--- config.mk ---
export PLATFORM = sky130hd
export DESIGN_NAME = query_align_pipe
export DESIGN_NICKNAME = d
export VERILOG_FILES = /design/src/common/task_queue_pkg.sv /design/src/rtl/query_align_pipe.sv
export VERILOG_INCLUDE_DIRS = /design/src /design/src/common
export SDC_FILE = /design/constraint.sdc
export NUM_CORES = 1
export LEC_CHECK = 0
export BUFFER_PORTS_ARGS = -buffer_cell sky130_fd_sc_hd__buf_2
export CAP_MARGIN = 20
export CORE_ASPECT_RATIO = 0.8
export CORE_MARGIN = 2
export CORE_UTILIZATION = 34
export DETAILED_ROUTE_END_ITERATION = 6
export PLACE_DENSITY = 0.55
export SLEW_MARGIN = 25
export SYNTH_ARGS = -nofsm -noshare
export SYNTH_HDL_FRONTEND = slang
export SYNTH_SLANG_ARGS = --single-unit
--- constraint.sdc ---
create_clock -name Clk_32UI -period 10.45 [get_ports Clk_32UI]
set_input_delay 2.09 -clock Clk_32UI [delete_from_list [all_inputs] [get_ports Clk_32UI]]
set_output_delay 2.09 -clock Clk_32UI [all_outputs]
set_load 0.05 [all_outputs]
--- src/common/task_queue_params.svh ---
// queue depth, field width and query latency macros
`ifndef TASK_QUEUE_PARAMS_SVH
`define TASK_QUEUE_PARAMS_SVH

// reads in flight
`define MAX_READ        64
`define READ_NUM_WIDTH  6

// ring holds two rounds of every read
`define TASK_RING_DEPTH (2 * `MAX_READ)

// read memory round trip in stall-free cycles
`define QUERY_LAT       3

// task fields
`define STATUS_WIDTH    6
`define BP_POS_WIDTH    7   // up to 101 bases
`define IK_WIDTH        33
`define IK_INFO_WIDTH   14  // two 7-bit halves kept
`define QUERY_WIDTH     8

// occurrence counts from DRAM
`define OCC_CNT_WIDTH   32
`define OCC_WIDE_WIDTH  64

`endif

--- src/common/task_queue_pkg.sv ---
// field typedefs, task status enum, task, query request, response and new read structs
`include "task_queue_params.svh"

package task_queue_pkg;

	typedef logic [`READ_NUM_WIDTH-1:0] read_num_t;
	typedef logic [`BP_POS_WIDTH-1:0]   bp_pos_t;
	typedef logic [`IK_WIDTH-1:0]       ik_val_t;   // compacted bi-interval value
	typedef logic [`IK_INFO_WIDTH-1:0]  ik_info_t;
	typedef logic [`QUERY_WIDTH-1:0]    query_t;    // base symbol from read memory
	typedef logic [`OCC_CNT_WIDTH-1:0]  occ_cnt_t;
	typedef logic [`OCC_WIDE_WIDTH-1:0] occ_wide_t;

	// stage tag carried by every task
	typedef enum logic [`STATUS_WIDTH-1:0] {
		F_INIT  = 6'd0,
		F_RUN   = 6'd1,
		F_BREAK = 6'd2,
		BUBBLE  = 6'h30    // empty slot
	} task_status_t;

	// ========================================
	// one forward task
	typedef struct packed {
		task_status_t status;
		bp_pos_t      ptr_curr;
		read_num_t    read_num;
		ik_val_t      ik_x0;
		ik_val_t      ik_x1;
		ik_val_t      ik_x2;
		ik_info_t     ik_info;
		bp_pos_t      forward_i;
		bp_pos_t      min_intv;
		bp_pos_t      backward_x;
		query_t       query;       // symbol at forward_i, filled by the producer
	} fwd_task_t;

	// symbol fetch toward the read memory
	typedef struct packed {
		bp_pos_t   position;
		read_num_t read_num;
	} query_req_t;

	// one DRAM occurrence response, 4-way counts
	typedef struct packed {
		occ_cnt_t  cnt_a0;
		occ_cnt_t  cnt_a1;
		occ_cnt_t  cnt_a2;
		occ_cnt_t  cnt_a3;
		occ_wide_t cnt_b0;
		occ_wide_t cnt_b1;
		occ_wide_t cnt_b2;
		occ_wide_t cnt_b3;
	} occ_resp_t;

	// fresh read from the loader
	typedef struct packed {
		read_num_t read_num;
		ik_val_t   ik_x0;
		ik_val_t   ik_x1;
		ik_val_t   ik_x2;
		ik_info_t  ik_info;
		bp_pos_t   forward_i;
		bp_pos_t   min_intv;
	} new_read_t;

endpackage

--- src/rtl/query_align_pipe.sv ---
// forward task delay line that joins each task with its returned query symbol
`timescale 1ns/1ps
`include "task_queue_params.svh"

module query_align_pipe (
	input  logic                      Clk_32UI,
	input  logic                      reset_n,
	input  logic                      stall,
	input  task_queue_pkg::fwd_task_t fwd_in,
	input  task_queue_pkg::query_t    query_data,
	output logic                      ring_push,
	output task_queue_pkg::fwd_task_t ring_task
);

	// tasks waiting for the read memory, one per stage
	task_queue_pkg::fwd_task_t stage_q [`QUERY_LAT];
	task_queue_pkg::fwd_task_t join_q;    // task with its symbol attached

	// ========================================
	// delay line
	always_ff @(posedge Clk_32UI) begin
		if (!reset_n) begin
			for (int i = 0; i < `QUERY_LAT; i++) begin
				stage_q[i].status <= task_queue_pkg::BUBBLE;
			end
			join_q.status <= task_queue_pkg::BUBBLE;
		end else if (!stall) begin
			stage_q[0] <= fwd_in;
			for (int i = 1; i < `QUERY_LAT; i++) begin
				stage_q[i] <= stage_q[i-1];
			end
			// symbol for this task is on query_data now
			join_q       <= stage_q[`QUERY_LAT-1];
			join_q.query <= query_data;
		end
	end

	// ========================================
	// only real forward tasks enter the ring
	always_comb begin
		case (join_q.status)
			task_queue_pkg::F_INIT,
			task_queue_pkg::F_RUN,
			task_queue_pkg::F_BREAK: ring_push = 1'b1;
			default:                 ring_push = 1'b0;  // bubble or unknown tag
		endcase
	end

	assign ring_task = join_q;

endmodule

==> results.md, run 1 <==
* NetSw at ~1100 µW
* Setup WS post-layout at roughly 6.4 ns
* Synth warn at 0
* Largest family of logic cells by synthesized area: simple AND/OR/NAND/NOR gates
* Largest net degree at the start of global routing at between 200 and 300
* Clk pwr share at a little over two fifths
* Final Skew at 0.0152 ns
* Placed cell area at 24,300 µm²
* Fin crit share at between 30% and 40%
* Final Hold Viols at 0
* Register area at around 19,000 µm²
* Hold WC Path Type: flip-flop to flip-flop
* Sw frac at a little over a fifth
* WP buf/inv at 4
* Area Overhead vs Synth at 19.9%
* Vias in the first global route at 9,054
* Hold depth at 0
* Seq pwr share at 52.9%
* Slew Limit Fails at 0
* CTS Sinks at 620
* CP dominant cell by count: buf_12
* Final setup violating endpoints at 0
* DRC viols at 0
* Post-Place Cells at approximately 2,300
* Fmax at 0.246 GHz
* Vias/cell at 4.02
* Via count at around 9,600
* Min Tclk post-route at around 4.1 ns
* Simple-gate share of the synthesized area at roughly an eighth
* Multi-input combinational cell area at about 3000 µm²
* Post-synthesis xor/xnor area fraction at 0%
* Flops & latches, synth at between 600 and 700
* Grt total ovfl at 0
* Clock Path Buffers at 3
* Initial DRC Count at approximately 650
* Crit Path Category: input port to flip-flop
* Die Area at around 67,000 µm²
* Clock Latency Late Sink at ~0.57 ns
* Clock-pin slew on the worst setup and hold paths at around 0.060 ns
* Final setup TNS at 0 ns
* Die width at about 290 µm
* Port bufs at between 300 and 400
* Post-synth cell types at 14
* Sequential share of the synthesized area at between 80 and 90%
* Wire per inst at between 10 and 15 µm
* Routed WL at 35,800 µm
* Syn_area_per_cell at 19.3 µm²
* CP max FO at ~220
* Tightest Pin Transition at about 1.1 ns
* GR Util All Layers at 10.3%
* Starting density of the core at between 30% and 40%
* H-tree Lvls at 3
* Worst slack, placed at slightly below 6 ns
* TritonCTS clock tree: built
* Cells after Synth at ~1,100
* Max stage delay on crit path at 0.62 ns
* Top cell type's share of synthesized area at a little over four fifths
* Max_cap viols at 0
* Slowest stage cell on the critical path: buf_12
* Synth area leaders: edfxtp_1, and2_1, buf_6, dfxtp_1, buf_12
* Post-CTS sizing at 0
* Antenna-violating nets left at 0
* Max-Slew Margin vs Limit at between 20 and 30%
* Cell area after layout at around 27,000 µm²
* Clk root buf: clkbuf_16
* Crit path max-delay family: buffers and inverters
* Lkg Pwr at 0.00955 µW
* Synth Net Count at roughly 1,300
* Share of cells above drive strength 1 at between 20% and 30%
* Crit path DAT at 4.50 ns
* Synth Cell Area at roughly 22,000 µm²
* Commonest non-fill, non-tap cell in the layout: edfxtp_1
* RSZ-0062 raised after global routing: no
* Outcome: finished, final reports clean
* Chip Height at roughly 230 µm
* Row cnt at 83
* Finished Layout Cells at roughly 2,400
* IR drop worst, VDD at a little over 0.00008 V
* I/O pins at ~330
* Crit path depth at 6
* Post-CTS Hold Buffers at 0
* Gpl congestion at roughly 0.76
* R2R depth at 1
* Combinational Power Share at around 5%
* CTS buffer count at 66
* Fillers at 5,784
* PwrDens at roughly 210 nW/µm²
* CP Cell Sequence: buf_2 -> nor2b_4 -> buf_12 -> buf_12 -> buf_16 -> and2_1
* Post-Synth Adder-Cell Area at 0%
* Postcts setup bufs at 0
* Most frequent cells in the layout: edfxtp_1, and2_1, buf_2, clkbuf_16, clkbuf_1
* First-pass GRT wire length at around 52,000 µm
* Synth Area in Compound Gates at 0.0226%
* Core Footprint at approximately 64,000 µm²
* Worst endpoint required time at ~11 ns
* Startpoint Class: input port
* Post-synthesis mux area share at 0.272%
* Nets@finish at 1,667
* Synth area leader: edfxtp_1
* TritonRoute pass-1 iters at 4
* Crit. End Element: flip-flop
* Initial antenna violation count at 4
* R2R setup slack at about 9.7 ns
* Dpl hpwl at between 20,000 and 25,000 µm
* Int Pwr at approximately 4300 µW
-- path summary, 6_finish.rpt --
kind,startpoint,endpoint
worst max-delay path,stall,stage_q[0][87]
worst min-delay path,stage_q[0][412],ring_task[90]
worst max register to register,stage_q[0][194],stage_q[0][355]
worst min register to register,stage_q[0][412],ring_task[90]
-- Yosys cell counts --
| cell type | count |
|---|---|
| edfxtp_1 | 614 |
| and2_1 | 453 |
| buf_6 | 40 |
| dfxtp_1 | 6 |
| mux2i_1 | 6 |
| nand2b_1 | 6 |
| nor2b_1 | 5 |
| buf_12 | 4 |
| clkbuf_1 | 4 |
| nand2_1 | 3 |
| buf_2 | 2 |
| buf_4 | 2 |
| a21oi_1 | 1 |
| or4_1 | 1 |
-- power groups by stage --
stage / sequential, µW / clock [µW] / combinational, µW
6_report: 2880 / 2290 / 274
5_1_grt: 2890 / 2460 / 296
4_1_cts: 2880 / 2380 / 277
3_5_place_dp: 2940 / 0 / 276
3_3_place_gp: 2930 / 0 / 272
2_1_floorplan: 3050 / 0 / 110
-- layout make-up --
type	count	area share, %
multi-input cells	475	11.3
clock buffers	85	6.93
well taps	850	4.01
diodes	4	0.0377
repair buffers	332	6.68
flip-flops and latches	620	70.0
clock inverters	29	1.09
-- logic make-up after synthesis --
| family | Yosys count |
|---|---|
| mux | 6 |
| buf+inv | 52 |
| compound gates | 1 |
| flops | 620 |
| simple gates | 468 |
-- registers in the layout, indices dropped and copies added, names as in the netlist --
name       flops
ring_task    161
stage_q      459
-- per-stage QoR --
step | total power, µW | hold WS [ns] | utilization [%]
detailed placement | 3210 | 0.405 | 37.8
finish | 5450 | 0.409 | 41.3
CTS | 5540 | 0.413 | 41.2
global route | 5650 | 0.421 | 41.3
floorplan | 3160 | 0.400 | -
global placement | 3200 | 0.402 | 37.8
-- metal layers --
layer  share of wire (%)  up-vias  track usage (%)  wire (µm)
met5                   0        -                0          0
met4                 3.5        0             5.24       1260
met3                 4.4       78             2.42       1590
met2                  48      170             16.0      17300
met1                  44     4578             13.7      15700
li1                    -     4796                -          -
(Power assumes the default switching activity.)
==> inputs of run 2 (changes only) <==
Clock period 10.45 ns to 3.3 ns, I/O delays scaled along.
==> run 2 against run 1 <==
  * Die area stayed put
  * Wire length is 0.89% higher
  * Sequential cell count stayed put
  * Largest cell class unchanged
==> results.md, run 2 (same netlist as run 1, synthesis figures left out) <==
* Outcome: finished, final reports clean
* Antenna-violating nets left at 0 (unchanged)
* Post-CTS Hold Buffers at 0 (unchanged)
* Commonest non-fill, non-tap cell in the layout: edfxtp_1
* Finished Layout Cells at 2,428 (+1.4%)
* I/O pins at 334 (unchanged)
* Postcts setup bufs at 0 (unchanged)
* Max FFs per register at 459 (unchanged)
* Initial antenna violation count at 1 (-3)
* Fillers at 5,770 (-0.24%)
* Final Hold Viols at 0 (unchanged)
* Via count at 9,626 (+0.042%)
* Worst endpoint required time at 2.64 ns (-8.25 ns)
* Crit path max-delay family: simple AND/OR/NAND/NOR gates
* Lkg Pwr at 0.00973 µW (+1.9%)
* Fmax at roughly 0.4 GHz
* Startpoint Class: flip-flop
* Vias in the first global route at 9,291 (+2.6%)
* Area Overhead vs Synth at 21.3%
* TritonRoute pass-1 iters at 4 (unchanged)
* CTS buffer count at 66 (unchanged)
* Crit Path Category: flip-flop to output pin
* Post-CTS sizing at 0 (unchanged)
* Routed WL at 36,100 µm (+0.89%)
* Final Skew at 0.0186 ns (+0.00335 ns)
* Tightest Pin Transition at 0.798 ns (-0.283 ns)
* Multi-input combinational cell area at 2990 µm² (unchanged)
* IR drop worst, VDD at 0.000312 V (+280%)
* CP max FO at 3 (-99%)
* Fin crit share at 75.5%
* H-tree Lvls at 3 (unchanged)
* Dpl hpwl at 24,400 µm (+9.2%)
* Max-Slew Margin vs Limit at 46.7% (+19 points)
* Crit. End Element: output pin
* Nets@finish at 1,700 (+2.0%)
* WP buf/inv at 1 (-3)
* Starting density of the core at 34.4% (unchanged)
* TritonCTS clock tree: built
* DRC viols at 0 (unchanged)
* Hold_ws at 0.238 ns (-0.171 ns)
* Crit path DAT at 1.83 ns (-2.67 ns)
* PwrDens at 634 nW/µm² (+210%)
* Hold WC Path Type: input port to flip-flop
* Row cnt at 83 (unchanged)
* Slew Limit Fails at 0 (unchanged)
* Max stage delay on crit path at 0.51 ns (-0.11 ns)
* Core Footprint at 64,300 µm² (unchanged)
* Port bufs at 325 (unchanged)
* Clock Latency Late Sink at 0.59 ns (+0.02 ns)
* Die width at 289 µm (unchanged)
* Initial DRC Count at 603 (-7.5%)
* Share of cells above drive strength 1 at 28.9% (+1.3 points)
* Post-Place Cells at 2,310 (+1.5%)
* RSZ-0062 raised after global routing: no
* Clock-pin slew on the worst setup and hold paths at 0.06 ns (about the same)
* Most frequent cells in the layout: edfxtp_1, and2_1, buf_2, clkbuf_16, buf_4
* Final setup TNS at 0 ns (unchanged)
* Final setup violating endpoints at 0 (unchanged)
* Gpl congestion at 0.745 (-2.0%)
* Vias/cell at 3.96 (-1.3%)
* Register area at 18,600 µm² (unchanged)
* Largest register by flop count: stage_q
* Clock Path Buffers at 3 (unchanged)
* Chip Height at 232 µm (unchanged)
* Largest net degree at the start of global routing at 67 (-73%)
* Min Tclk post-route at roughly 2.5 ns
* Clk root buf: clkbuf_16
* GR Util All Layers at 10.7% (+0.36 points)
* Grt total ovfl at 0 (unchanged)
* Slowest stage cell on the critical path: or4_1
* CP Cell Sequence: or4_1 -> a21oi_1 -> buf_2
* Die Area at 67,100 µm² (unchanged)
* Wire per inst at 14.9 µm (-0.48%)
* First-pass GRT wire length at 54,000 µm (+3.2%)
* Max_cap viols at 0 (unchanged)
* CTS Sinks at 620 (unchanged)
[run 2: routing by layer]
| metal | part of all wire, % | vias to the layer above | track usage (%) | routed length, µm |
|---|---|---|---|---|
| met4 | 2.7 | 0 | 4.22 | 972 |
| met1 | 44 | 4551 | 13.8 | 15800 |
| met3 | 4.2 | 61 | 2.94 | 1520 |
| met2 | 49 | 147 | 17.2 | 17900 |
| li1 | - | 4867 | - | - |
| met5 | 0 | - | 0 | 0 |
[run 2: worst paths after layout]
path                    from               to  slack, ns  depth (start not counted)
min            query_data[3]     ring_task[3]       0.24                          1
max           ring_task[160]        ring_push       0.81                          3
min reg2reg  stage_q[0][423]   ring_task[101]       0.40                          0
max reg2reg  stage_q[0][106]  stage_q[0][267]       2.49                          1
[run 2: area by class of cell]
class                   instances  share of cell area, %
flip-flops and latches        620                   69.2
multi-input cells             475                   11.2
clock inverters                33                  0.984
clock buffers                  84                   6.64
repair buffers                365                   8.07
well taps                     850                   3.96
diodes                          1                0.00933
[run 2: per-stage QoR]
step | instance area, µm² | total power [µW] | setup slack (ns) | utilization [%]
3_3_place_gp | 24800 | 10200 | 0.809 | 38.5
2_1_floorplan | 22100 | 9940 | 0.0681 | -
6_report | 26800 | 17000 | 0.810 | 41.7
4_1_cts | 26800 | 17300 | 0.759 | 41.7
3_5_place_dp | 24800 | 10200 | 0.779 | 38.5
5_1_grt | 26800 | 17700 | 0.702 | 41.7
[run 2: where the power goes]
group          internal, µW  switching (µW)
sequential             9050            75.3
clock                  4020            2930
combinational           290             637
total                 13400            3650
==> inputs of run 3 (changes only) <==
Clock period 3.3 ns to 2.01 ns, I/O delays scaled along.
==> run 3 against run 2 <==
  * Global-route usage decreased by 0.27 points
  * Register-to-register slack worse by 1.3 ns
  * The run now ends with setup timing left
  * Final cell count up 0.12%
  * Sequential share of layout area is 0.39 points higher
  * Critical endpoint unchanged
  * Die area unchanged
  * First-iteration DRC count is 14% lower
  * Sequential cell count is the same
  * Clock power increased by 55%
==> results.md, run 3 (same netlist as run 1, synthesis figures left out) <==
* Min Tclk post-route at roughly 2.2 ns
* Grt total ovfl at 0 (unchanged)
* TritonRoute pass-1 iters at 4 (unchanged)
* Most frequent cells in the layout: edfxtp_1, and2_1, buf_2, clkbuf_16, buf_4
* Clk root buf: clkbuf_16
* Fmax at between 0.4 and 0.5 GHz
* Initial antenna violation count at 3 (+2)
* Outcome: finished, violations left
* Port bufs at 325 (unchanged)
* Seq pwr share at 54.9% (+1.2 points)
* Max FFs per register at 459 (unchanged)
* Gpl congestion at 0.776 (+4.1%)
* CTS Sinks at 620 (unchanged)
* DRC viols at 0 (unchanged)
* I/O pins at 334 (unchanged)
* Core Footprint at 64,300 µm² (unchanged)
* Int Pwr at 21,500 µW (+61%)
* Slew Limit Fails at 0 (unchanged)
* Multi-input combinational cell area at 3000 µm² (+0.25%)
* Sw frac at 21.2% (-0.26 points)
* Antenna-violating nets left at 0 (unchanged)
* Chip Height at 232 µm (unchanged)
* Routed WL at 35,900 µm (-0.61%)
* Final setup violating endpoints at 1 (+1)
* Startpoint Class: flip-flop
* Wire per inst at 14.8 µm (-0.73%)
* Failing checks: setup timing
* Crit path DAT at 1.75 ns (-0.08 ns)
* First-pass GRT wire length at 53,200 µm (-1.5%)
* Final Hold Viols at 0 (unchanged)
* Crit Path Category: flip-flop to output pin
* Hold WC Path Type: input port to flip-flop
* CTS buffer count at 61 (-7.6%)
* NetSw at 5780 µW (+59%)
* Max-Slew Margin vs Limit at 71.9% (+25 points)
* Lkg Pwr at 0.00966 µW (-0.77%)
* Setup WS post-layout at -0.140 ns (-0.950 ns)
* Share of cells above drive strength 1 at 29.0% (+0.045 points)
* Tightest Pin Transition at 0.422 ns (-0.376 ns)
* Clk pwr share at 39.6% (-1.3 points)
* Largest net degree at the start of global routing at 108 (+61%)
* Register area at 18,600 µm² (about the same)
* Largest register by flop count: stage_q
* Commonest non-fill, non-tap cell in the layout: edfxtp_1
* IR drop worst, VDD at 0.000553 V (+77%)
* Area Overhead vs Synth at 20.7%
* Overall Power at 27,300 µW (+60%)
* H-tree Lvls at 2 (-1)
* Via count at 9,692 (+0.69%)
* Clock Path Buffers at 3 (unchanged)
* Crit. End Element: output pin
* Max_cap viols at 0 (unchanged)
* Row cnt at 83 (unchanged)
* CP max FO at 2 (-1)
* PwrDens at 1020 nW/µm² (+61%)
* Final setup TNS at -0.140 ns (-0.140 ns)
* Final Skew at 0.0120 ns (-0.00660 ns)
* Clock Latency Late Sink at 0.59 ns (about the same)
* Fillers at 5,814 (+0.76%)
* Die Area at 67,100 µm² (unchanged)
* Worst endpoint required time at 1.61 ns (-1.03 ns)
* Vias/cell at 3.99 (+0.56%)
* Clock-pin slew on the worst setup and hold paths at 0.06 ns (about the same)
* Combinational Power Share at 5.5% (about the same)
* Fin crit share at 107%
* RSZ-0062 raised after global routing: yes
* Vias in the first global route at 9,430 (+1.5%)
* TritonCTS clock tree: built
* Nets@finish at 1,704 (+0.24%)
* GR Util All Layers at 10.4% (-0.27 points)
* Die width at 289 µm (unchanged)
* Starting density of the core at 34.4% (unchanged)
* Dpl hpwl at 24,100 µm (-1.4%)
* Initial DRC Count at 518 (-14%)
run 3: changes by cell type in the layout (fill, tap and decap cells not counted), moves of 3 or more:
cell	change
buf_12	-8
buf_4	+8
bufinv_16	+3
clkbuf_1	-3
clkbuf_16	-7
clkinv_2	+6
clkinvlp_4	+4
dlygate4sd3_1	+9
inv_6	-4
run 3: final timing paths:
check / slack [ns] / endpoint / startpoint / cells after the start
setup / recovery: -0.14 / ring_push / ring_task[159] / 3
hold / removal: 0.07 / stage_q[0][159] / fwd_in[159] / 2
setup reg to reg: 1.21 / ring_task[159] / ring_task[159] / 3
hold reg to reg: 0.41 / ring_task[76] / stage_q[0][398] / 0
run 3: timing repair:
action / in CTS / in global routing
pin swaps: 1 / 0
hold buffers: 9 / 0
hold endpoints to repair: 9 / 0
buffers inserted: 1 / 0
gates resized for setup: 5 / 0
setup endpoints to repair: 1 / 1
run 3: per-layer routing:
layer	vias to the layer above	GRT usage (%)	routed length (µm)
li1	4862	-	-
met1	4614	13.5	15600
met2	148	16.9	17800
met3	68	2.41	1440
met4	0	4.38	1030
met5	-	0	0
run 3: metrics by stage:
stage / worst slack (ns) / hold slack (ns) / instance area, µm² / util, % / cells
floorplan: -0.694 / 0.400 / 22200 / - / 1147
global placement: 0.255 / 0.400 / 24700 / 38.4 / 2309
detailed placement: 0.236 / 0.405 / 24700 / 38.4 / 2309
CTS: -0.198 / 0.0191 / 26700 / 41.5 / 2428
global route: -0.207 / 0.0431 / 26700 / 41.5 / 2431
finish: -0.140 / 0.0707 / 26700 / 41.5 / 2431
run 3: layout make-up:
type / instances / area share, %
multi-input combinational: 475 / 11.2
tap: 850 / 3.99
clock inverter: 37 / 1.21
antenna: 3 / 0.0281
sequential: 620 / 69.6
timing repair buffer: 374 / 8.10
clock buffer: 72 / 5.88
run 3: power by group through the flow:
stage / logic, µW / clock network [µW] / registers, µW
after floorplan: 583 / 0 / 15700
after global placement: 1480 / 0 / 15200
after detailed placement: 1510 / 0 / 15300
after CTS: 1530 / 11200 / 15000
after global routing: 1620 / 11700 / 15000
final: 1500 / 10800 / 15000
run 3: worst max-delay path, cell delays in order (launching register included):
cell,delay [ns]
dfxtp_2,0.32
or4_4,0.52
a21oi_2,0.14
buf_6,0.17
