<file path="src/common/task_queue_params.svh">
// queue depth, field width and query latency macros
`ifndef TASK_QUEUE_PARAMS_SVH
`define TASK_QUEUE_PARAMS_SVH

// reads in flight
`define MAX_READ        64
`define READ_NUM_WIDTH  6

// ring holds two rounds of every read
`define TASK_RING_DEPTH (2 * `MAX_READ)

// read memory round trip in stall-free cycles
`define QUERY_LAT       3

// task fields
`define STATUS_WIDTH    6
`define BP_POS_WIDTH    7   // up to 101 bases
`define IK_WIDTH        33
`define IK_INFO_WIDTH   14  // two 7-bit halves kept
`define QUERY_WIDTH     8

// occurrence counts from DRAM
`define OCC_CNT_WIDTH   32
`define OCC_WIDE_WIDTH  64

`endif

</file>
<file path="src/common/task_queue_pkg.sv">
// field typedefs, task status enum, task, query request, response and new read structs
`include "task_queue_params.svh"

package task_queue_pkg;

	typedef logic [`READ_NUM_WIDTH-1:0] read_num_t;
	typedef logic [`BP_POS_WIDTH-1:0]   bp_pos_t;
	typedef logic [`IK_WIDTH-1:0]       ik_val_t;   // compacted bi-interval value
	typedef logic [`IK_INFO_WIDTH-1:0]  ik_info_t;
	typedef logic [`QUERY_WIDTH-1:0]    query_t;    // base symbol from read memory
	typedef logic [`OCC_CNT_WIDTH-1:0]  occ_cnt_t;
	typedef logic [`OCC_WIDE_WIDTH-1:0] occ_wide_t;

	// stage tag carried by every task
	typedef enum logic [`STATUS_WIDTH-1:0] {
		F_INIT  = 6'd0,
		F_RUN   = 6'd1,
		F_BREAK = 6'd2,
		BUBBLE  = 6'h30    // empty slot
	} task_status_t;

	// ========================================
	// one forward task
	typedef struct packed {
		task_status_t status;
		bp_pos_t      ptr_curr;
		read_num_t    read_num;
		ik_val_t      ik_x0;
		ik_val_t      ik_x1;
		ik_val_t      ik_x2;
		ik_info_t     ik_info;
		bp_pos_t      forward_i;
		bp_pos_t      min_intv;
		bp_pos_t      backward_x;
		query_t       query;       // symbol at forward_i, filled by the producer
	} fwd_task_t;

	// symbol fetch toward the read memory
	typedef struct packed {
		bp_pos_t   position;
		read_num_t read_num;
	} query_req_t;

	// one DRAM occurrence response, 4-way counts
	typedef struct packed {
		occ_cnt_t  cnt_a0;
		occ_cnt_t  cnt_a1;
		occ_cnt_t  cnt_a2;
		occ_cnt_t  cnt_a3;
		occ_wide_t cnt_b0;
		occ_wide_t cnt_b1;
		occ_wide_t cnt_b2;
		occ_wide_t cnt_b3;
	} occ_resp_t;

	// fresh read from the loader
	typedef struct packed {
		read_num_t read_num;
		ik_val_t   ik_x0;
		ik_val_t   ik_x1;
		ik_val_t   ik_x2;
		ik_info_t  ik_info;
		bp_pos_t   forward_i;
		bp_pos_t   min_intv;
	} new_read_t;

endpackage

</file>
<file path="src/rtl/task_dispatch.sv">
// consumer choosing break pop, response pop, fresh read or bubble each cycle
`timescale 1ns/1ps

module task_dispatch (
	input  logic                      Clk_32UI,
	input  logic                      reset_n,
	input  logic                      stall,
	input  task_queue_pkg::fwd_task_t head_task,
	input  logic                      head_valid,
	input  logic                      resp_valid,
	input  task_queue_pkg::occ_resp_t resp_head,
	input  logic                      new_read_valid,
	input  task_queue_pkg::new_read_t new_read_in,
	output logic                      ring_pop,
	output logic                      resp_pop,
	output logic                      new_read,
	output task_queue_pkg::fwd_task_t task_out,
	output task_queue_pkg::occ_resp_t occ_out
);

	logic                      break_head;  // leaves without a response
	logic                      run_ready;   // head waits on a count and one is there
	logic                      take_new;
	task_queue_pkg::fwd_task_t fresh_task;

	// ========================================
	// priority decode
	assign break_head = head_valid && (head_task.status == task_queue_pkg::F_BREAK);

	// init tasks wait for their first count like running ones
	assign run_ready = head_valid && resp_valid &&
		((head_task.status == task_queue_pkg::F_RUN) ||
		 (head_task.status == task_queue_pkg::F_INIT));

	assign take_new = new_read_valid && !break_head && !run_ready;

	assign ring_pop = (break_head || run_ready) && !stall;
	assign resp_pop = run_ready && !stall;
	assign new_read = take_new && !stall;

	// first round of a read, no symbol needed yet
	always_comb begin
		fresh_task.status     = task_queue_pkg::F_INIT;
		fresh_task.ptr_curr   = '0;
		fresh_task.read_num   = new_read_in.read_num;
		fresh_task.ik_x0      = new_read_in.ik_x0;
		fresh_task.ik_x1      = new_read_in.ik_x1;
		fresh_task.ik_x2      = new_read_in.ik_x2;
		fresh_task.ik_info    = new_read_in.ik_info;
		fresh_task.forward_i  = new_read_in.forward_i + 1'b1;
		fresh_task.min_intv   = new_read_in.min_intv;
		fresh_task.backward_x = new_read_in.forward_i;  // start of the extension
		fresh_task.query      = '0;
	end

	// ========================================
	// registered result
	always_ff @(posedge Clk_32UI) begin
		if (!reset_n) begin
			task_out.status <= task_queue_pkg::BUBBLE;
		end else if (!stall) begin
			if (break_head || run_ready) begin
				task_out <= head_task;
			end else if (take_new) begin
				task_out <= fresh_task;
			end else begin
				task_out.status <= task_queue_pkg::BUBBLE;
			end
		end
	end

	// counts only change with a response pop
	always_ff @(posedge Clk_32UI) begin
		if (!stall && run_ready) begin
			occ_out <= resp_head;
		end
	end

endmodule

</file>
<file path="config.mk">
export PLATFORM = sky130hd
export DESIGN_NAME = task_dispatch
export DESIGN_NICKNAME = d
export VERILOG_FILES = /design/src/common/task_queue_pkg.sv /design/src/rtl/task_dispatch.sv
export VERILOG_INCLUDE_DIRS = /design/src /design/src/common
export SDC_FILE = /design/constraint.sdc
export NUM_CORES = 1
export LEC_CHECK = 0
export ABC_AREA = 1
export BUFFER_PORTS_ARGS = -buffer_cell sky130_fd_sc_hd__buf_4
export CAP_MARGIN = 20
export CORE_AREA = 2 2 481 483
export CTS_CLUSTER_SIZE = 40
export DETAILED_ROUTE_END_ITERATION = 10
export DIE_AREA = 0 0 483 485
export SLEW_MARGIN = 20
export SYNTH_ARGS = -nofsm -noshare
export SYNTH_HDL_FRONTEND = slang
export SYNTH_SLANG_ARGS = --single-unit
</file>
<file path="constraint.sdc">
create_clock -name Clk_32UI -period 79.2 [get_ports Clk_32UI]
set_input_delay 15.84 -clock Clk_32UI [delete_from_list [all_inputs] [get_ports Clk_32UI]]
set_output_delay 15.84 -clock Clk_32UI [all_outputs]
set_load 0.1 [all_outputs]
</file>
==> results of run 1 <==
-- final timing paths --
| kind | cells after the start | startpoint | slack, ps | endpoint |
|---|---|---|---|---|
| worst min-delay path | 2 | task_out[157] | 440 | task_out[157] |
| worst min register to register | 2 | task_out[157] | 440 | task_out[157] |
| worst max-delay path | 8 | head_task[159] | 45630 | new_read |
| worst max register to register | 2 | task_out[159] | 78600 | task_out[159] |
-- cell type report --
| class | count | area (um2) | area share (%) |
|---|---|---|---|
| flip-flops and latches | 545 | 16300 | 47.8 |
| repair buffers | 1242 | 9350 | 27.4 |
| well taps | 3026 | 3790 | 11.1 |
| clock buffers | 86 | 2000 | 5.86 |
| multi-input cells | 472 | 1870 | 5.48 |
| clock inverters | 55 | 646 | 1.89 |
| inverters | 29 | 114 | 0.333 |
| diodes | 27 | 67.6 | 0.198 |
-- cell families (layout without fill, tap and decap cells) --
kind of cell,after synthesis,after routing,share of synthesized area (%)
flops,545,545,88.4
simple gates,458,458,9.51
other cells,0,27,0
buf+inv,61,1412,1.63
xor+xnor,3,3,0.142
compound gates,10,10,0.285
fa+ha+maj,1,1,0.0678
-- report_power, final --
group | internal, mW | leakage [nW] | total (mW) | switching [mW]
combinational | 0.0289 | 7.38 | 0.0844 | 0.0555
sequential | 0.323 | 4.90 | 0.324 | 0.00166
clock | 0.215 | 1.29 | 0.371 | 0.156
-- Yosys cell counts --
master	n	share of area (%)
a21oi_1	3	0.081
buf_2	19	0.52
buf_4	2	0.081
buf_6	5	0.31
clkbuf_1	6	0.12
dfxtp_1	6	0.65
edfxtp_1	539	88
ha_1	1	0.068
inv_1	27	0.55
inv_2	1	0.020
inv_4	1	0.034
nand2_1	418	8.5
nand2_2	1	0.034
nand2_4	1	0.061
nand3_1	11	0.30
nand3_2	1	0.054
nand4_1	2	0.068
nor2_1	23	0.47
nor3_1	1	0.027
o21a_1	1	0.041
o21ai_0	6	0.16
xnor2_1	1	0.047
xor2_1	2	0.095
-- state kept, by name, summed over array words and instances, names as in the netlist --
signal,flops
occ_out,384
task_out,161
-- worst reg2reg max path, cell delays in order, from the launching register on --
cell and delay [ps]:
dfxtp_1 330, nand2_1 70, nand3_1 80
-- metrics by stage --
stage / utilization [%] / hold slack (ps)
detailed placement: 13.7 / 440
floorplan: - / 884
finish: 14.9 / 445
global route: 14.9 / 477
CTS: 14.9 / 450
global placement: 13.7 / 429
-- metal layers --
| metal | up-vias | GRT usage (%) | routed length (um) |
|---|---|---|---|
| li1 | 6451 | - | - |
| met1 | 7032 | 11.6 | 47900 |
| met2 | 1154 | 23.3 | 80200 |
| met3 | 356 | 10.3 | 27300 |
| met4 | 102 | 3.52 | 4750 |
| met5 | - | 0 | 670 |
==> summary.txt, run 1 <==
Run status
  – Status: finished, final reports clean

Clocking
  – Post-CTS Setup Repair Bufs: 0
  – CTS tree: done
  – Clock network latency to the later pin of the worst-skew pair: 680 ps
  – Clk sinks: 545
  – Clock transition at the registers of the reported paths: 50 ps
  – Clock Tree Root: clkbuf_16
  – H-tree levels: 3
  – Max Buffers Root-to-Sink: 3
  – Cts hold-fix bufs: 0
  – CTS buffer count: 77
  – Post-cts sizing count: 0

Cells and area
  – Most common library cell in the layout ignoring fill and taps: buf_4
  – Area grow syn2layout: 85.0%
  – Share of layout cells above drive strength 1: 56.7%
  – Most frequent cells in the layout: buf_4, edfxtp_1, nand2_1
  – Fillers: 25.6k
  – Fin cells: 5482
  – Nets: 3052
  – Post-Layout Inst Area: 0.0341 mm2

Routing
  – Routed len/inst: 29.3 um
  – Routed WL: 161000 um
  – First-pass DRT Iterations: 6
  – # DRC: 0
  – ANT nets after route: 0
  – Via count: 15.1k
  – Detailed Route Iter0 Violations: 935
  – Vias/cell: 2.75

Placement
  – Placer Congestion: 0.944
  – Placed cell areas: 0.0314 mm2
  – Worst Setup Slack post-DPL: 45550 ps
  – Dpl cells: 5314
  – Port bufs: 1231
  – Dpl hpwl: 141000 um

Critical path
  – Critical Path Fanout Max: 88
  – Buf/Inv on CP: 4
  – Critical path class: input pin to primary output
  – CP Cell Sequence: buf_4, nor2_1, nand2_1, inv_2, nand2_8, inv_6, nor2_1, buf_4
  – Crit. End Element: primary output
  – CP peak stage delay: 600 ps
  – CP required: 63360 ps
  – CP max-delay cell: inv_6
  – Crit path DAT: 17730 ps
  – Delay-heaviest family, CP: buffers and inverters
  – Critical path launch point type: input pin

Yosys
  – Syn Nets: 1763
  – Netlist Area Pre-Place: 0.0185 mm2
  – Post-synthesis average cell area: 17.1 um2
  – Flops & latches, synth: 545
  – Yosys warns: 0
  – Syn Inst Count: 1078
  – Sequential-to-total area share from yosys stat: 88.4%
  – Library cells used by synthesis: 23

Timing
  – Fin crit period: 33570 ps
  – Max_slew headroom: 33.0%
  – Fmax: 29.8 MHz
  – Final max-slew violation count: 0
  – Final WS setup: 45630 ps
  – Tightest Pin Transition: 1000 ps
  – Setup-failing EPs final: 0
  – RSZ-0062 raised after global routing: no
  – Final Cycle Share: 42.4%
  – Hold Violations, Final: 0
  – Setup Skew: 0 ps
  – Final TNS setup: 0 ps

Global routing
  – Vias in the first global route: 15.0k
  – First-pass GRT wire length: 191000 um
  – Maximum number of pins on one net before global-route repair: 133
  – Initial antenna violation count: 167
  – Gr ovfl total: 0
  – Total track usage: 13.2%

Power and ir drop
  – P per Cell Area: 22.9 mW/mm2
  – Total chip power: 0.780 mW
  – Worst IR Drop VDD: 0.0140 mV
  – Leak Pwr: 13.6 nW

Die
  – Die Footprint: 0.234 mm2
  – Initial Util: 8.06%
  – Rows: 176
  – Top Ports: 1232
  – CORE AREA: 0.229 mm2
  – Die Width: 483 um
  – Die Y: 485 um

Job
  – Max-cap viol count: 0

Worst hold path
  – Worst hold path class: register to register
No activity file was read; power rests on OpenSTA's default activity.
==> inputs of run 2 (changes only) <==
--- a/config.mk
+++ b/config.mk
@@ -9,10 +9,10 @@
 export ABC_AREA = 1
 export BUFFER_PORTS_ARGS = -buffer_cell sky130_fd_sc_hd__buf_4
 export CAP_MARGIN = 20
-export CORE_AREA = 2 2 481 483
+export CORE_AREA = 2 2 479 481
 export CTS_CLUSTER_SIZE = 40
 export DETAILED_ROUTE_END_ITERATION = 10
-export DIE_AREA = 0 0 483 485
+export DIE_AREA = 0 0 481 483
 export SLEW_MARGIN = 20
 export SYNTH_ARGS = -nofsm -noshare
 export SYNTH_HDL_FRONTEND = slang
==> constraint.sdc (replaced) <==
create_clock -name Clk_32UI -period 28.9 [get_ports Clk_32UI]
set_input_delay 5.78 -clock Clk_32UI [delete_from_list [all_inputs] [get_ports Clk_32UI]]
set_output_delay 5.78 -clock Clk_32UI [all_outputs]
set_load 0.1 [all_outputs]
==> run 2 against run 1 <==
  * Non-clock buffer count up 2
  * Register-to-register slack worse by 50000 ps
  * Final area down 0.44%
==> summary.txt, run 2 (synthesis gave the netlist of run 1 again) <==
Cells and area
  – Largest regs: occ_out: 384 flops, task_out: 161 flops
  – Fillers: 25.4k (-0.75%)
  – Area of the multi-input gates: 0.00188 mm2 (+0.33%)
  – Nets: 3054 (+0.066%)
  – Top reg by flops: occ_out
  – Register area: 0.0163 mm2 (unchanged)
  – Fin util: 15.0% (+0.077 points)
  – Most common library cell in the layout ignoring fill and taps: buf_4
  – Most frequent cells in the layout: buf_4, edfxtp_1, nand2_1
  – Share of layout cells above drive strength 1: 56.5% (-0.25 points)
  – Number of flip-flops in the largest register: 384 (unchanged)
  – Area grow syn2layout: 84.2%

Routing
  – Routed len/inst: 30.7 um (+4.7%)
  – Vias/cell: 2.82 (+2.3%)
  – # DRC: 0 (unchanged)
  – Via count: 15.4k (+1.9%)
  – Routed WL: 168000 um (+4.3%)
  – ANT nets after route: 0 (unchanged)
  – First-pass DRT Iterations: 6 (unchanged)
  – Detailed Route Iter0 Violations: 964 (+3.1%)

Critical path
  – Critical path launch point type: input pin
  – Delay-heaviest family, CP: simple AND/OR/NAND/NOR gates
  – CP peak stage delay: 430 ps (-170 ps)
  – CP max-delay cell: nand3_1
  – CP required: 23120 ps (-40240 ps)
  – Buf/Inv on CP: 4 (unchanged)
  – Crit path top cell by count: buf_4
  – CP Cell Sequence: buf_4, nor2_1, nand2_1, inv_2, nand3_1, inv_1, buf_4
  – Critical Path Fanout Max: 3 (-97%)
  – Crit. End Element: primary output
  – Critical path class: input pin to primary output
  – Crit path DAT: 7410 ps (-10320 ps)

Power and ir drop
  – Clock power share: 46.2% (-1.4 points)
  – Switching Share: 27.4% (+0.060 points)
  – Int Power: 1.52 mW (+170%)
  – P per Cell Area: 61.5 mW/mm2 (+170%)
  – Worst IR Drop VDD: 0.0390 mV (+180%)
  – Sw power: 0.574 mW (+170%)
  – Leak Pwr: 13.5 nW (-0.56%)
  – Comb power frac: 11.2% (+0.4 points)
  – Total chip power: 2.09 mW (+170%)
  – Sequential power share: 42.6% (+1.0 points)

Placement
  – Placer Congestion: 0.940 (-0.46%)
  – Dpl hpwl: 148000 um (+5.0%)
  – Port bufs: 1231 (unchanged)

Global routing
  – GR peak layer: met2
  – Total track usage: 13.9% (+0.65 points)
  – Met2 usage: 24.3% (+0.93 points)
  – Met1 usage: 11.2% (-0.40 points)
  – Vias in the first global route: 15.4k (+2.7%)
  – Maximum number of pins on one net before global-route repair: 130 (-2.3%)
  – Gr ovfl total: 0 (unchanged)
  – Initial antenna violation count: 171 (+2.4%)
  – First-pass GRT wire length: 197000 um (+3.1%)
  – GR Util met3: 12.9% (+2.6 points)

Run status
  – Status: finished, final reports clean

Clocking
  – CTS buffer count: 77 (unchanged)
  – CTS tree: done
  – Clock Tree Root: clkbuf_16
  – Max Buffers Root-to-Sink: 3 (unchanged)
  – Clock transition at the registers of the reported paths: 60 ps (about the same)
  – Clock network latency to the later pin of the worst-skew pair: 680 ps (about the same)
  – Post-cts sizing count: 0 (unchanged)
  – Post-CTS Setup Repair Bufs: 0 (unchanged)
  – H-tree levels: 3 (unchanged)
  – Cts hold-fix bufs: 0 (unchanged)
  – Clk sinks: 545 (unchanged)

Die
  – Initial Util: 8.13% (+0.077 points)
  – CORE AREA: 0.227 mm2 (-0.95%)
  – Rows: 175 (-0.57%)
  – Die Footprint: 0.232 mm2 (-0.82%)
  – Die Width: 481 um (-0.41%)
  – Die Y: 483 um (-0.41%)
  – Top Ports: 1232 (unchanged)

Timing
  – Final max-slew violation count: 0 (unchanged)
  – Final Cycle Share: 45.6%
  – Setup-failing EPs final: 0 (unchanged)
  – Max_slew headroom: 35.3% (+2.3 points)
  – Hold Violations, Final: 0 (unchanged)
  – Fin crit period: 13190 ps
  – Hold_ws: 448 ps (+3.87 ps)
  – Setup Skew: 0 ps (unchanged)
  – Tightest Pin Transition: 970 ps (-34.6 ps)
  – RSZ-0062 raised after global routing: no
  – Fmax: 75.8 MHz
  – Final TNS setup: 0 ps (unchanged)

Worst hold path
  – Worst hold path class: register to register

Job
  – Max-cap viol count: 0 (unchanged)
[run 2: cell count changes in the layout (fill, tap and decap cells not counted), moves of 3 or more]
| cell | previous run | this run |
|---|---|---|
| bufinv_16 | 9 | 6 |
| clkinv_2 | 15 | 7 |
| clkinvlp_4 | 4 | 8 |
| clkinv_1 | 6 | 10 |
| inv_6 | 12 | 7 |
| clkinv_4 | 5 | 13 |
[run 2: power by group through the flow]
stage	logic (mW)	clock network [mW]	registers (mW)
2_1_floorplan	0.0162	0	1.00
3_3_place_gp	0.236	0	0.907
3_5_place_dp	0.239	0	0.907
4_1_cts	0.239	1.01	0.891
5_1_grt	0.247	1.03	0.891
6_report	0.234	0.967	0.890
[run 2: worst reg2reg max path: stages, from the launching register on]
cell     delay [ps]
dfxtp_1         340
nand2_1          50
a21oi_1         130
[run 2: cell type report]
type | count | area share, %
tap | 3009 | 11.1
sequential | 545 | 48.0
multi-input combinational | 472 | 5.52
clock inverter | 52 | 1.53
inverter | 29 | 0.335
antenna | 25 | 0.184
timing repair buffer | 1244 | 27.5
clock buffer | 87 | 5.84
[run 2: through the flow]
step                cells  setup slack, ps  area [um2]
floorplan            1078             1490       18500
finish               5463            15710       34000
CTS                  5438            15800       33900
global placement     5299            15790       31400
detailed placement   5299            15800       31400
global route         5445            15750       33900
[run 2: path summary, 6_finish.rpt]
check / from / to / slack (ps) / cells after the start
worst max-delay path: head_task[159] / ring_pop / 15710 / 7
worst min-delay path: task_out[157] / task_out[157] / 450 / 2
worst max register to register: task_out[156] / task_out[156] / 28320 / 2
worst min register to register: task_out[157] / task_out[157] / 450 / 2
[run 2: per-layer routing]
| layer | up-vias | part of all wire [%] |
|---|---|---|
| li1 | 6449 | - |
| met1 | 7243 | 27 |
| met2 | 1201 | 49 |
| met3 | 380 | 20 |
| met4 | 112 | 2.7 |
| met5 | - | 0.43 |
==> inputs of run 3 (changes only) <==
--- a/config.mk
+++ b/config.mk
@@ -9,10 +9,10 @@
 export ABC_AREA = 1
 export BUFFER_PORTS_ARGS = -buffer_cell sky130_fd_sc_hd__buf_4
 export CAP_MARGIN = 20
-export CORE_AREA = 2 2 479 481
+export CORE_AREA = 2 2 483 485
 export CTS_CLUSTER_SIZE = 40
 export DETAILED_ROUTE_END_ITERATION = 10
-export DIE_AREA = 0 0 481 483
+export DIE_AREA = 0 0 485 487
 export SLEW_MARGIN = 20
 export SYNTH_ARGS = -nofsm -noshare
 export SYNTH_HDL_FRONTEND = slang
==> constraint.sdc (replaced) <==
create_clock -name Clk_32UI -period 13.4 [get_ports Clk_32UI]
set_input_delay 2.68 -clock Clk_32UI [delete_from_list [all_inputs] [get_ports Clk_32UI]]
set_output_delay 2.68 -clock Clk_32UI [all_outputs]
set_load 0.1 [all_outputs]
==> run 3 against run 2 <==
  * Total power increased by 120%
  * Hold slack got worse by 8.3 ps
  * Flip-flop and latch count unchanged
  * Sequential power increased by 120%
  * Sequential share of layout area decreased by 0.12 points
  * Register-to-register slack got worse by 16000 ps
  * Critical path depth decreased by 1
==> summary.txt, run 3 (synthesis gave the netlist of run 1 again) <==
Global routing
  – First-pass GRT wire length: 193000 um (-1.8%)
  – Gr ovfl total: 0 (unchanged)
  – Maximum number of pins on one net before global-route repair: 116 (-11%)
  – Vias in the first global route: 15.1k (-1.7%)
  – Initial antenna violation count: 172 (+0.58%)
  – Total track usage: 13.3% (-0.56 points)

Timing
  – Setup-failing EPs final: 0 (unchanged)
  – Hold Violations, Final: 0 (unchanged)
  – Fmax: 140 MHz
  – Final max-slew violation count: 0 (unchanged)
  – Tightest Pin Transition: 1080 ps (+106 ps)
  – Fin crit period: 7160 ps
  – Final Cycle Share: 53.4%
  – RSZ-0062 raised after global routing: no
  – Max_slew headroom: 28.2% (-7.1 points)
  – Setup Skew: 0 ps (unchanged)
  – Final WS setup: 6240 ps (-9470 ps)

Cells and area
  – Fillers: 25.8k (+1.8%)
  – Register area: 0.0163 mm2 (unchanged)
  – Most common library cell in the layout ignoring fill and taps: buf_4
  – Number of flip-flops in the largest register: 384 (unchanged)
  – Fin util: 14.7% (-0.26 points)
  – Area of the multi-input gates: 0.00190 mm2 (+1.1%)
  – Fin cells: 5498 (+0.64%)
  – Most frequent cells in the layout: buf_4, edfxtp_1, nand2_1
  – Largest regs: occ_out: 384 flops, task_out: 161 flops
  – Area grow syn2layout: 84.7%
  – Top reg by flops: occ_out
  – Nets: 3051 (-0.098%)
  – Share of layout cells above drive strength 1: 56.7% (+0.19 points)

Routing
  – Via count: 15.4k (+0.14%)
  – Routed len/inst: 29.8 um (-2.8%)
  – Detailed Route Iter0 Violations: 942 (-2.3%)
  – # DRC: 0 (unchanged)
  – Vias/cell: 2.80 (-0.49%)
  – Routed WL: 164000 um (-2.2%)
  – ANT nets after route: 0 (unchanged)
  – First-pass DRT Iterations: 7 (+1)

Worst hold path
  – Worst hold path class: register to register

Clocking
  – Clock Tree Root: clkbuf_16
  – H-tree levels: 3 (unchanged)
  – Post-CTS Setup Repair Bufs: 0 (unchanged)
  – CTS buffer count: 77 (unchanged)
  – CTS tree: done
  – Cts hold-fix bufs: 0 (unchanged)
  – Clock transition at the registers of the reported paths: 60 ps (about the same)
  – Clk sinks: 545 (unchanged)
  – Clock network latency to the later pin of the worst-skew pair: 700 ps (+20 ps)
  – Max Buffers Root-to-Sink: 3 (unchanged)
  – Post-cts sizing count: 0 (unchanged)

Job
  – Max-cap viol count: 0 (unchanged)

Power and ir drop
  – Total chip power: 4.51 mW (+120%)
  – P per Cell Area: 132 mW/mm2 (+120%)
  – Worst IR Drop VDD: 0.0898 mV (+130%)
  – Leak Pwr: 13.5 nW (about the same)

Die
  – CORE AREA: 0.231 mm2 (+2.0%)
  – Die Footprint: 0.236 mm2 (+1.7%)
  – Die Y: 487 um (+0.83%)
  – Rows: 177 (+1.1%)
  – Die Width: 485 um (+0.83%)
  – Initial Util: 7.97% (-0.16 points)
  – Top Ports: 1232 (unchanged)

Critical path
  – Crit path top cell by count: buf_4
  – Critical Path Fanout Max: 8 (+5)
  – Crit path DAT: 4480 ps (-2930 ps)
  – Critical path class: input pin to primary output
  – CP required: 10720 ps (-12400 ps)
  – CP max-delay cell: nor3_4
  – Critical path launch point type: input pin
  – CP peak stage delay: 690 ps (+260 ps)
  – CP Cell Sequence: buf_4, nor2_4, nand2_2, nor3_4, buf_4, buf_4
  – R2r setup slk: 12700 ps (-15620 ps)
  – Crit. End Element: primary output

Placement
  – Worst Setup Slack post-DPL: 6050 ps (-9750 ps)
  – Dpl cells: 5330 (+0.59%)
  – Placer Congestion: 0.916 (-2.5%)
  – Port bufs: 1231 (unchanged)
  – Dpl hpwl: 146000 um (-1.7%)

Run status
  – Status: finished, final reports clean
[run 3: path summary, 6_finish.rpt]
path | cells after the start | to | start
max | 6 | resp_pop | head_task[159]
min | 2 | task_out[158] | task_out[158]
max reg2reg | 2 | task_out[155] | task_out[155]
min reg2reg | 2 | task_out[158] | task_out[158]
[run 3: critical path, delay by kind of cell]
| kind | cells | cell delay [ps] |
|---|---|---|
| buffers and inverters | 3 | 830 |
| and+or+nand+nor | 3 | 910 |
[run 3: layout make-up]
type | instances | share of cell area, %
Sequential cell | 545 | 47.8
Clock inverter | 49 | 1.50
Clock buffer | 92 | 5.97
Tap cell | 3043 | 11.2
Multi-Input combinational cell | 472 | 5.57
Antenna cell | 27 | 0.198
Inverter | 29 | 0.334
Timing Repair Buffer | 1241 | 27.4
[run 3: metrics by stage]
stage | area [um2] | setup TNS (ps) | hold WS, ps
6_report | 34100 | 0 | 440
4_1_cts | 34000 | 0 | 442
2_1_floorplan | 18500 | -1560 | 878
5_1_grt | 34000 | 0 | 464
3_5_place_dp | 31500 | 0 | 429
3_3_place_gp | 31500 | 0 | 428
[run 3: power by group]
part | total [mW] | internal, mW | switching [mW]
clock | 2.09 | 1.20 | 0.891
sequential | 1.92 | 1.91 | 0.0133
combinational | 0.502 | 0.171 | 0.330
[run 3: layer usage]
layer  wire [um]  vias up  global-route usage, %
met2       80200     1262                   23.2
met4        5110       74                   3.47
li1            -     6459                      -
met5         460        -                      0
met3       25700      368                   9.33
met1       52500     7244                   12.6
